**src/lpif_settings.svh**
```systemverilog
`ifndef LPIF_SETTINGS_SVH
`define LPIF_SETTINGS_SVH

////////////////////////////////////////////////////////////////////////////
// Word widths
////////////////////////////////////////////////////////////////////////////

// One link-layer flit with all fields packed
`define LPIF_FLIT_W 154

// Raw PHY word per clock and direction
`define LPIF_PHY_W 160

////////////////////////////////////////////////////////////////////////////
// User bits above the flit
////////////////////////////////////////////////////////////////////////////

// Strobe sits right above the flit
`define LPIF_STB_BIT 154

// Low marker bit, marker spans 155 and 156
// Bits 157 to 159 are reserved and sent as zero
`define LPIF_MRK_LO 155

// Delay programming and beat counter sizes
`define LPIF_DELAY_W 16
`define LPIF_BEAT_CNT_W 16

`endif

```
**src/lpif_pkg.sv**
```systemverilog
`include "lpif_settings.svh"

package lpif_pkg;

  ////////////////////////////////////////////////////////////////////////////
  // Link-layer types
  ////////////////////////////////////////////////////////////////////////////

  // Flit state codes, LPIF encoding
  typedef enum logic [7:0] {
    LPIF_ST_RESET     = 8'h00,
    LPIF_ST_ACTIVE    = 8'h01,
    LPIF_ST_LINKERROR = 8'h0a,
    LPIF_ST_RETRAIN   = 8'h0b
  } lpif_state_e;

  // Flit as seen by the link layer, MSB first
  typedef struct packed {
    logic [7:0]   state;
    logic [3:0]   protid;
    logic [127:0] data;
    logic [1:0]   dvalid;
    logic [7:0]   crc;
    logic [1:0]   crc_valid;
    logic [1:0]   valid;
  } lpif_flit_t;

  // Debug word, fixed at 32 bits
  typedef struct packed {
    logic [`LPIF_BEAT_CNT_W-1:0]     beat_count;
    logic                            tx_online;
    logic                            rx_online;
    logic                            strobe_live;
    logic [28-`LPIF_BEAT_CNT_W:0]    reserved;
  } lpif_debug_t;

endpackage

```
**src/phy_pkg.sv**
```systemverilog
`include "lpif_settings.svh"

package phy_pkg;

  ////////////////////////////////////////////////////////////////////////////
  // PHY-side types
  ////////////////////////////////////////////////////////////////////////////

  // One raw PHY word per direction
  // Flit in the low bits, user bits on top
  typedef struct packed {
    // Top bits, always zero
    logic [`LPIF_PHY_W-`LPIF_MRK_LO-3:0] reserved;
    // Alignment marker
    logic [1:0]                          marker;
    // Strobe user bit
    logic                                strobe;
    // Flit payload
    logic [`LPIF_FLIT_W-1:0]             flit;
  } phy_word_t;

  // Online sequencer states, one machine per direction
  typedef enum logic [1:0] {
    SYNC_IDLE,
    SYNC_WAIT,
    SYNC_ONLINE
  } sync_state_e;

endpackage

```
**src/lpif_auto_sync.sv**
```systemverilog
`include "lpif_settings.svh"

module lpif_auto_sync (
  input  logic                     clk_wr,
  input  logic                     rst,
  input  logic                     tx_online,
  input  logic                     rx_online,
  input  logic                     m_gen2_mode,
  input  logic [1:0]               tx_mrk_userbit,
  input  logic                     tx_stb_userbit,
  input  logic [`LPIF_DELAY_W-1:0] delay_x_value,
  input  logic [`LPIF_DELAY_W-1:0] delay_y_value,
  input  logic [`LPIF_DELAY_W-1:0] delay_z_value,
  output logic                     tx_online_delay,
  output logic                     rx_online_delay,
  output logic [1:0]               tx_auto_mrk_userbit,
  output logic                     tx_auto_stb_userbit,
  output logic                     strobe_live
);

  import phy_pkg::*;

  // Lane 0 is transmit, lane 1 is receive
  logic [1:0]                    raw_online;
  logic [1:0][`LPIF_DELAY_W-1:0] lane_delay;
  logic [1:0]                    online_q;
  logic [1:0]                    online_d;

  // Strobe hold-off after transmit goes online
  logic [`LPIF_DELAY_W-1:0]      z_cnt_q;
  logic [`LPIF_DELAY_W-1:0]      z_cnt_d;
  logic                          live_d;

  assign raw_online = {rx_online, tx_online};
  assign lane_delay = {delay_x_value, delay_y_value};

  ////////////////////////////////////////////////////////////////////////////
  // Online sequencers
  ////////////////////////////////////////////////////////////////////////////

  for (genvar i = 0; i < 2; i++) begin : g_lane
    sync_state_e              st_q;
    sync_state_e              st_d;
    logic [`LPIF_DELAY_W-1:0] cnt_q;
    logic [`LPIF_DELAY_W-1:0] cnt_d;

    always_comb begin
      st_d  = st_q;
      cnt_d = cnt_q;
      case (st_q)
        SYNC_IDLE: begin
          // Load delay on first sampled high
          if (raw_online[i]) begin
            st_d  = SYNC_WAIT;
            cnt_d = lane_delay[i];
          end
        end
        SYNC_WAIT: begin
          if (!raw_online[i]) begin
            st_d = SYNC_IDLE;
          end else if (cnt_q == '0) begin
            st_d = SYNC_ONLINE;
          end else begin
            cnt_d = cnt_q - `LPIF_DELAY_W'(1);
          end
        end
        SYNC_ONLINE: begin
          // Drop as soon as raw online is seen low
          if (!raw_online[i]) begin
            st_d = SYNC_IDLE;
          end
        end
        default: st_d = SYNC_IDLE;
      endcase
    end

    always_ff @(posedge clk_wr) begin
      if (rst) begin
        st_q  <= SYNC_IDLE;
        cnt_q <= '0;
      end else begin
        st_q  <= st_d;
        cnt_q <= cnt_d;
      end
    end

    assign online_q[i] = (st_q == SYNC_ONLINE);
    assign online_d[i] = (st_d == SYNC_ONLINE);
  end

  assign tx_online_delay = online_q[0];
  assign rx_online_delay = online_q[1];

  ////////////////////////////////////////////////////////////////////////////
  // Marker and strobe user bits
  ////////////////////////////////////////////////////////////////////////////

  always_comb begin
    z_cnt_d = z_cnt_q;
    live_d  = strobe_live;
    if (!online_d[0]) begin
      z_cnt_d = '0;
      live_d  = 1'b0;
    end else if (!online_q[0]) begin
      // Entering online, start hold-off
      z_cnt_d = delay_z_value;
      live_d  = (delay_z_value == '0);
    end else if (z_cnt_q != '0) begin
      z_cnt_d = z_cnt_q - `LPIF_DELAY_W'(1);
      live_d  = (z_cnt_q == `LPIF_DELAY_W'(1));
    end
  end

  // Registered with online so both change on the same edge
  always_ff @(posedge clk_wr) begin
    if (rst) begin
      z_cnt_q             <= '0;
      strobe_live         <= 1'b0;
      tx_auto_stb_userbit <= 1'b0;
      tx_auto_mrk_userbit <= 2'b00;
    end else begin
      z_cnt_q             <= z_cnt_d;
      strobe_live         <= live_d;
      tx_auto_stb_userbit <= live_d & tx_stb_userbit;
      // Gen1 uses only the low marker bit
      tx_auto_mrk_userbit <= online_d[0] ?
                             {tx_mrk_userbit[1] & m_gen2_mode, tx_mrk_userbit[0]} : 2'b00;
    end
  end

endmodule

```
**src/lpif_phy_concat.sv**
```systemverilog
module lpif_phy_concat (
  input  logic                 clk_wr,
  input  logic                 rst,
  input  lpif_pkg::lpif_flit_t ustrm,
  input  phy_pkg::phy_word_t   rx_phy0,
  input  logic                 tx_online_delay,
  input  logic                 rx_online_delay,
  input  logic [1:0]           tx_auto_mrk_userbit,
  input  logic                 tx_auto_stb_userbit,
  output phy_pkg::phy_word_t   tx_phy0,
  output lpif_pkg::lpif_flit_t dstrm,
  output logic                 rx_beat
);

  import lpif_pkg::*;
  import phy_pkg::*;

  phy_word_t  tx_word;
  lpif_flit_t rx_flit;

  ////////////////////////////////////////////////////////////////////////////
  // Transmit packer
  ////////////////////////////////////////////////////////////////////////////

  // Flit in the low bits, user bits above
  always_comb begin
    tx_word.reserved = '0;
    tx_word.marker   = tx_auto_mrk_userbit;
    tx_word.strobe   = tx_auto_stb_userbit;
    tx_word.flit     = ustrm;
  end

  // One clock of latency
  // Word forced to zero while transmit is offline
  always_ff @(posedge clk_wr) begin
    if (rst || !tx_online_delay) begin
      tx_phy0 <= '0;
    end else begin
      tx_phy0 <= tx_word;
    end
  end

  ////////////////////////////////////////////////////////////////////////////
  // Receive unpacker
  ////////////////////////////////////////////////////////////////////////////

  // User bits above the flit are dropped here
  assign rx_flit = lpif_flit_t'(rx_phy0.flit);

  // No ready downstream
  // Every flit taken while online is delivered
  always_ff @(posedge clk_wr) begin
    if (rst || !rx_online_delay) begin
      dstrm <= '0;
    end else begin
      dstrm <= rx_flit;
    end
  end

  // One beat per delivered flit with any valid
  assign rx_beat = |dstrm.valid;

endmodule

```
**src/lpif_link_status.sv**
```systemverilog
`include "lpif_settings.svh"

module lpif_link_status (
  input  logic                  clk_wr,
  input  logic                  rst,
  input  logic                  rx_beat,
  input  logic                  tx_online_delay,
  input  logic                  rx_online_delay,
  input  logic                  strobe_live,
  output lpif_pkg::lpif_debug_t rx_downstream_debug_status,
  output lpif_pkg::lpif_debug_t tx_upstream_debug_status
);

  import lpif_pkg::*;

  logic [`LPIF_BEAT_CNT_W-1:0] beat_cnt_q;
  logic                        tx_on_q;
  logic                        rx_on_q;
  logic                        live_q;
  lpif_debug_t                 status_w;

  // Beat counter sticks at all ones
  always_ff @(posedge clk_wr) begin
    if (rst) begin
      beat_cnt_q <= '0;
      tx_on_q    <= 1'b0;
      rx_on_q    <= 1'b0;
      live_q     <= 1'b0;
    end else begin
      if (rx_beat && (beat_cnt_q != '1)) begin
        beat_cnt_q <= beat_cnt_q + `LPIF_BEAT_CNT_W'(1);
      end
      tx_on_q <= tx_online_delay;
      rx_on_q <= rx_online_delay;
      live_q  <= strobe_live;
    end
  end

  // Both words from the same registered flags
  always_comb begin
    status_w.beat_count  = beat_cnt_q;
    status_w.tx_online   = tx_on_q;
    status_w.rx_online   = rx_on_q;
    status_w.strobe_live = live_q;
    status_w.reserved    = '0;
  end

  assign rx_downstream_debug_status = status_w;

  // Nothing to count on transmit
  always_comb begin
    tx_upstream_debug_status            = status_w;
    tx_upstream_debug_status.beat_count = '0;
  end

endmodule

```
**src/lpif_slave_top.sv**
```systemverilog
`include "lpif_settings.svh"

module lpif_slave_top (
  input  logic                     clk_wr,
  input  logic                     rst,
  input  logic                     tx_online,
  input  logic                     rx_online,
  input  logic                     m_gen2_mode,
  input  logic [1:0]               tx_mrk_userbit,
  input  logic                     tx_stb_userbit,
  input  logic [`LPIF_DELAY_W-1:0] delay_x_value,
  input  logic [`LPIF_DELAY_W-1:0] delay_y_value,
  input  logic [`LPIF_DELAY_W-1:0] delay_z_value,
  input  lpif_pkg::lpif_flit_t     ustrm,
  output lpif_pkg::lpif_flit_t     dstrm,
  output phy_pkg::phy_word_t       tx_phy0,
  input  phy_pkg::phy_word_t       rx_phy0,
  output lpif_pkg::lpif_debug_t    rx_downstream_debug_status,
  output lpif_pkg::lpif_debug_t    tx_upstream_debug_status
);

  ////////////////////////////////////////////////////////////////////////////
  // Interconnect
  ////////////////////////////////////////////////////////////////////////////

  logic       tx_online_delay;
  logic       rx_online_delay;
  logic [1:0] tx_auto_mrk_userbit;
  logic       tx_auto_stb_userbit;
  logic       strobe_live;
  logic       rx_beat;

  // Online sequencing and user bits
  lpif_auto_sync u_auto_sync (
    .clk_wr, .rst, .tx_online, .rx_online, .m_gen2_mode,
    .tx_mrk_userbit, .tx_stb_userbit,
    .delay_x_value, .delay_y_value, .delay_z_value,
    .tx_online_delay, .rx_online_delay,
    .tx_auto_mrk_userbit, .tx_auto_stb_userbit, .strobe_live
  );

  // PHY word packing both ways
  lpif_phy_concat u_phy_concat (
    .clk_wr, .rst, .ustrm, .rx_phy0,
    .tx_online_delay, .rx_online_delay,
    .tx_auto_mrk_userbit, .tx_auto_stb_userbit,
    .tx_phy0, .dstrm, .rx_beat
  );

  // Debug words
  lpif_link_status u_link_status (
    .clk_wr, .rst, .rx_beat,
    .tx_online_delay, .rx_online_delay, .strobe_live,
    .rx_downstream_debug_status, .tx_upstream_debug_status
  );

endmodule

```
**config.mk**
```make
export PLATFORM = sky130hd
export DESIGN_NAME = lpif_slave_top
export DESIGN_NICKNAME = d
export VERILOG_FILES = /design/src/lpif_pkg.sv /design/src/phy_pkg.sv /design/src/lpif_auto_sync.sv /design/src/lpif_phy_concat.sv /design/src/lpif_link_status.sv /design/src/lpif_slave_top.sv
export VERILOG_INCLUDE_DIRS = /design/src
export SDC_FILE = /design/constraint.sdc
export NUM_CORES = 1
export LEC_CHECK = 0
export ABC_AREA = 1
export BUFFER_PORTS_ARGS = -buffer_cell sky130_fd_sc_hd__clkbuf_2
export CAP_MARGIN = 10
export CORE_AREA = 10 10 285 287
export DETAILED_ROUTE_END_ITERATION = 10
export DIE_AREA = 0 0 295 297
export SYNTH_ARGS = -nofsm -noshare
export SYNTH_HDL_FRONTEND = slang
export SYNTH_HIERARCHICAL = 1
export SYNTH_SLANG_ARGS = --single-unit
```
**constraint.sdc**
```tcl
create_clock -name clk_wr -period 2.6 [get_ports clk_wr]
set_clock_uncertainty 0.2 [all_clocks]
set_input_delay 0.52 -clock clk_wr [delete_from_list [all_inputs] [get_ports clk_wr]]
set_output_delay 0.52 -clock clk_wr [all_outputs]
set_load 0.005 [all_outputs]
```
# Word-level counts from Yosys, hierarchy flattened
# Index checks and enable logic that the tools add are counted.
# totals
in_bits	370
ff_bits	386
word_cells	86
output_inout_bits	378
# classes
reduce_logical	18
n_eq_ne	16
addsub	4
muxes	23
bitwise	3
# op_table
op	n
two-way mux 16 bit	8
case mux 16 bit (2 select lines)	2
zero test 16 bit	3
subtractor 16 x 1 -> 16 bit, second input constant	3
adder 16 x 1 -> 16 bit, second input constant	1
equality test 16 x 1 -> 1 bit, second input constant	1
two-way mux 2 bit	8
inequality test 16 bit, second input constant	1
inequality test 2 bit, second input constant	8
nonzero test 16 bit	1
case mux 2 bit (3 select lines)	2
AND reduction 4 bit	2
equality test 2 bit, second input constant	3
equality test 2 x 1 -> 1 bit, second input constant	2
zero test 2 bit	2
nonzero test 2 bit	2
OR reduction 2 bit	2
two-way mux 1 bit	3
inequality test 3 x 2 -> 1 bit, second input constant	1
AND reduction 3 bit	1
AND 1 bit	2
zero test 1 bit	2
logical OR 1 bit	2
logical AND 1 bit	1
NOT 1 bit	1

# Depth between registers and ports, before layout
# logic_depth
depth_word	7
mapped_depth	11
depth_no_buf	10

# Hierarchy
# The synthesis kept the hierarchy.
# by_module_without_submodules
mod	n_inst	seq_area_each_um2	cells_each	area_per_inst_um2
lpif_phy_concat	1	6226.0	974	8777.2
lpif_auto_sync	1	1121.1	674	3819.9
lpif_link_status	1	380.4	209	1395.1

# Worst setup path after synthesis
# OpenSTA, ideal clock, no wires.
# synth_path
path_type	register to register
startpoint	register u_auto_sync.g_lane[0].st_q[1]
endpoint	register, netlist name u_phy_concat/tx_phy0[119]
path_stages_with_launch	8
n_path_buf	3
synth_period_minus_slack_ps	1746
slack_ps	854
setup_ps	64
t_arrival_ps	1481
required_ps	2336
cell_sequence	dfxtp_1 -> inv_2 -> nor2_4 -> clkbuf_1 -> nand2_1 -> buf_4 -> buf_2 -> nor2_1
# synth_between
elab_chain_len	3
# synth_lines
item	line	rtl
start, declared	lpif_auto_sync.sv:42	sync_state_e st_q;
start signal, assigned	lpif_auto_sync.sv:82	st_q <= st_d;
equality test 2 bit	lpif_auto_sync.sv:87	assign online_q[i] = (st_q == SYNC_ONLINE);
net tx_online_delay	lpif_slave_top.sv:26	logic tx_online_delay;
zero test 1 bit	n/a	
logical OR 1 bit	lpif_phy_concat.sv:36	if (rst || !tx_online_delay) begin
# The timed path passes the listed nets, and every way through them passes these cells.
# A chain may end at the register's enable or synchronous reset.

# Worst setup path after layout
# layout_path
startpoint	register u_auto_sync.g_lane[1].cnt_q[0]
endpoint	register u_auto_sync.g_lane[1].cnt_q[14]
# layout_between
elab_chain_len	4
word_cells_on_any_way	7
classes_between	add/sub (1); eq/ne (1); mux (3); reduce/logical (2)
# layout_lines
item	line	rtl
start, declared	lpif_auto_sync.sv:44	logic [`LPIF_DELAY_W-1:0] cnt_q;
start signal, assigned	lpif_auto_sync.sv:83	cnt_q <= cnt_d;
subtractor 16 x 1 -> 16 bit	lpif_auto_sync.sv:64	cnt_d = cnt_q - `LPIF_DELAY_W'(1);
two-way mux 16 bit	lpif_auto_sync.sv:61	end else if (cnt_q == '0) begin
two-way mux 16 bit	lpif_auto_sync.sv:59	if (!raw_online[i]) begin
case mux 16 bit (2 select lines)	lpif_auto_sync.sv:50	case (st_q)
# Parallel ways exist; a longest one is shown, timed or not. The select of a mux whose other input is x is not followed.

==> flow_summary.ini <==
[run_status]
outcome = finished, final reports clean

[placed_design]
dp.cells = 3491
io_buffers = 696
dp_hpwl_um = 51300
dpl_cell_area_sq_um = 18400
gp_congestion = 0.923
pre_cts_slack_ns = 0.480

[logic_synthesis]
synthTopCellsByArea = dfxtp_1 (55%), nor2_1 (14%), inv_1 (11%)
async_flop_share_pct = 0
synth_most_common_cell = nor2_1
ys_warn_count = 6
synth_edf_count = 0
synthTopCellsByCount = nor2_1 (514), inv_1 (400), dfxtp_1 (386)
synth_top_area_share_pct = 55.2
ys_seq_area_share_pct = 55.2
syn_area_sq_um = 14000
synth.largest_area_cell = dfxtp_1
avgSynthCellArea_sq_um = 7.53
syn_inst = 1857
ys_types = 32
yosys_register_bits = 386
synth_ff_type = dfxtp_1

[setup_path]
arrival_ns = 2.38
rr_worst_depth = 9
crit_path_top_delay_cell = nand2_1
startpoint = u_auto_sync/g_lane[1].cnt_q[0]
crit_chain = inv_1 > ha_1 > nand3_1 > nor2_1 > nand3_1 > nand2_1 > nand2_1 > nand2_1 > nor2_1
cp_common_cell = nand2_1
worstPathRequired_ns = 2.86
reg2reg_setup_slack_ns = 0.47
cp_top_family = simple AND/OR/NAND/NOR gates
setup.worst_path.end_class = flip-flop
slowest_delay_ns = 0.50
crit_path_max_fanout = 20
crit_type = reg2reg
worstReg2RegStart = u_auto_sync/g_lane[1].cnt_q[0]
critPathLaunchType = flip-flop
r2r_end = u_auto_sync/g_lane[1].cnt_q[14]
worst-path-buf-inv = 1

[clocking]
post_cts_buffers = 0
clock_latency_ns = 0.57
cts_root_buf = clkbuf_16
cts_tree = done
clk_pin_slew_worst_paths_ns = 0.06
ctsHoldBuffers = 266
htree_levels = 2
cts_sinks = 386
cts_buffer_depth = 3
cts_buffers = 45
cts-resized-gates = 0

[grt]
grt_pass1_vias = 14800
grt_overflow = 0
track_usage_pct = 14.5
grt_max_degree = 107
grt_pass1_wl_um = 95900
antenna_found_initial = 17

[layout]
num-fill-cells = 7873
fin_area_sq_um = 22600
syn_to_final_growth_pct = 61.4
drive_gt1_share_pct = 28.8
final_util_pct = 29.9
nets = 3201
stdcell_count = 3844

[hold_path]
min-delay-start = ustrm[49]
hold-path-endpoint = u_phy_concat/tx_phy0[49]
hold_depth = 3
hold_path_class = in2reg

[timing]
grt_setup_unrepaired = false
postLayoutSetupSlackWorst_ns = 0.475
final-hold-violation-count = 0
worstMarginPinSlew_ns = 0.724
relSlewSlack_pct = 51.8
fin_crit_ns = 2.13
drv_slew = 0
fin_setup_tns_ns = 0
holdWs_ns = 0.0274
post-route-period-util_pct = 81.7
fmax_mhz = 471
finalSetupViolations = 0

[floorplan]
ioPinCount = 748
die_y_um = 297
dieArea_sq_um = 87600
rows = 101
start_util_pct = 18.5
coreArea_sq_um = 75400
die_w_um = 295

[detailed_routing]
vias = 14500
first_pass_iters = 5
ant_nets = 0
totalWireLength_um = 66500
vias_per_cell = 3.78
remaining_drc_errors = 0
drtIter0Drc = 873
wl_per_cell_um = 17.3

[job]
maxCapViolations = 0

[power]
power.density_nw_per_um2 = 611
power_leakage_nw = 12.4
finalPower_mw = 13.8
vdd_ir_drop_max_uv = 396
## report_power, final
group	internal, mW	total (mW)	switching [mW]
Combinational	0.647	1.27	0.620
Sequential	5.96	6.01	0.0465
Clock	3.90	6.51	2.61
## cell families after synthesis
logic type / synth area share [%]
adders and majority gates: 0.447
xor gates and xnor gates: 0.501
buffers and inverters: 15.8
other: 0.0537
AOI/OAI and AO/OA: 2.62
and+or+nand+nor: 25.4
DFF: 55.2
## per-layer routing
metal / vias up / global-route usage [%] / share of wire, %
li1: 7211 / - / -
met1: 6502 / 16.7 / 39
met2: 662 / 24.0 / 46
met3: 136 / 5.62 / 11
met4: 18 / 5.39 / 3.8
met5: - / 0 / 0.18
## cell usage in the layout (no fill, tap or decap), types with 9 or more instances in the layout
master         instances
clkbuf_2             696
nor2_1               514
inv_1                400
dfxtp_1              386
dlygate4sd3_1        266
nand2_1              247
nand3_1               63
clkbuf_16             46
conb_1                45
a21oi_1               43
o21ai_0               20
buf_4                 15
nand4_1               15
clkbuf_8               9
inv_2                  9
## worst register-to-register path: stages, from the launching register on
cell and delay, ns:
dfxtp_1 0.32, inv_1 0.10, ha_1 0.24, nand3_1 0.18
nor2_1 0.16, nand3_1 0.08, nand2_1 0.50, nand2_1 0.12
nand2_1 0.09, nor2_1 0.05
## final cells by class
type	instances	area, sq um	area share [%]
flip-flops and latches	386	7730	34.2
clock buffers	62	1300	5.76
inverters	410	1540	6.81
multi-input cells	1003	4240	18.8
well taps	978	1220	5.42
clock inverters	17	218	0.964
diodes	8	20.0	0.0886
repair buffers	980	6320	28.0
## flip-flops by register name, summed over array words and instances (netlist names)
name and cells:
u_link_status/tx_on_q 1, u_link_status/beat_cnt_q 16, u_auto_sync/g_lane.st_q 4, u_link_status/rx_on_q 1
u_auto_sync/g_lane.cnt_q 32, u_auto_sync/tx_auto_mrk_userbit 2, u_auto_sync/tx_auto_stb_userbit 1, u_auto_sync/z_cnt_q 16
u_auto_sync/strobe_live 1, u_phy_concat/dstrm 154, u_link_status/live_q 1, u_phy_concat/tx_phy0 157
## worst max-delay path by stage
stage | end | depth (start not counted) | slack [ns]
floorplan | u_phy_concat/tx_phy0[119] | 7 | 0.85
detailed placement | u_auto_sync/g_lane[1].cnt_q[12] | 9 | 0.48
global placement | u_auto_sync/g_lane[1].cnt_q[12] | 9 | 0.48
global route | u_auto_sync/g_lane[1].cnt_q[2] | 8 | 0.23
CTS | u_auto_sync/g_lane[1].cnt_q[15] | 9 | 0.48
finish | u_auto_sync/g_lane[1].cnt_q[14] | 9 | 0.47
(Power assumes the default switching activity.)
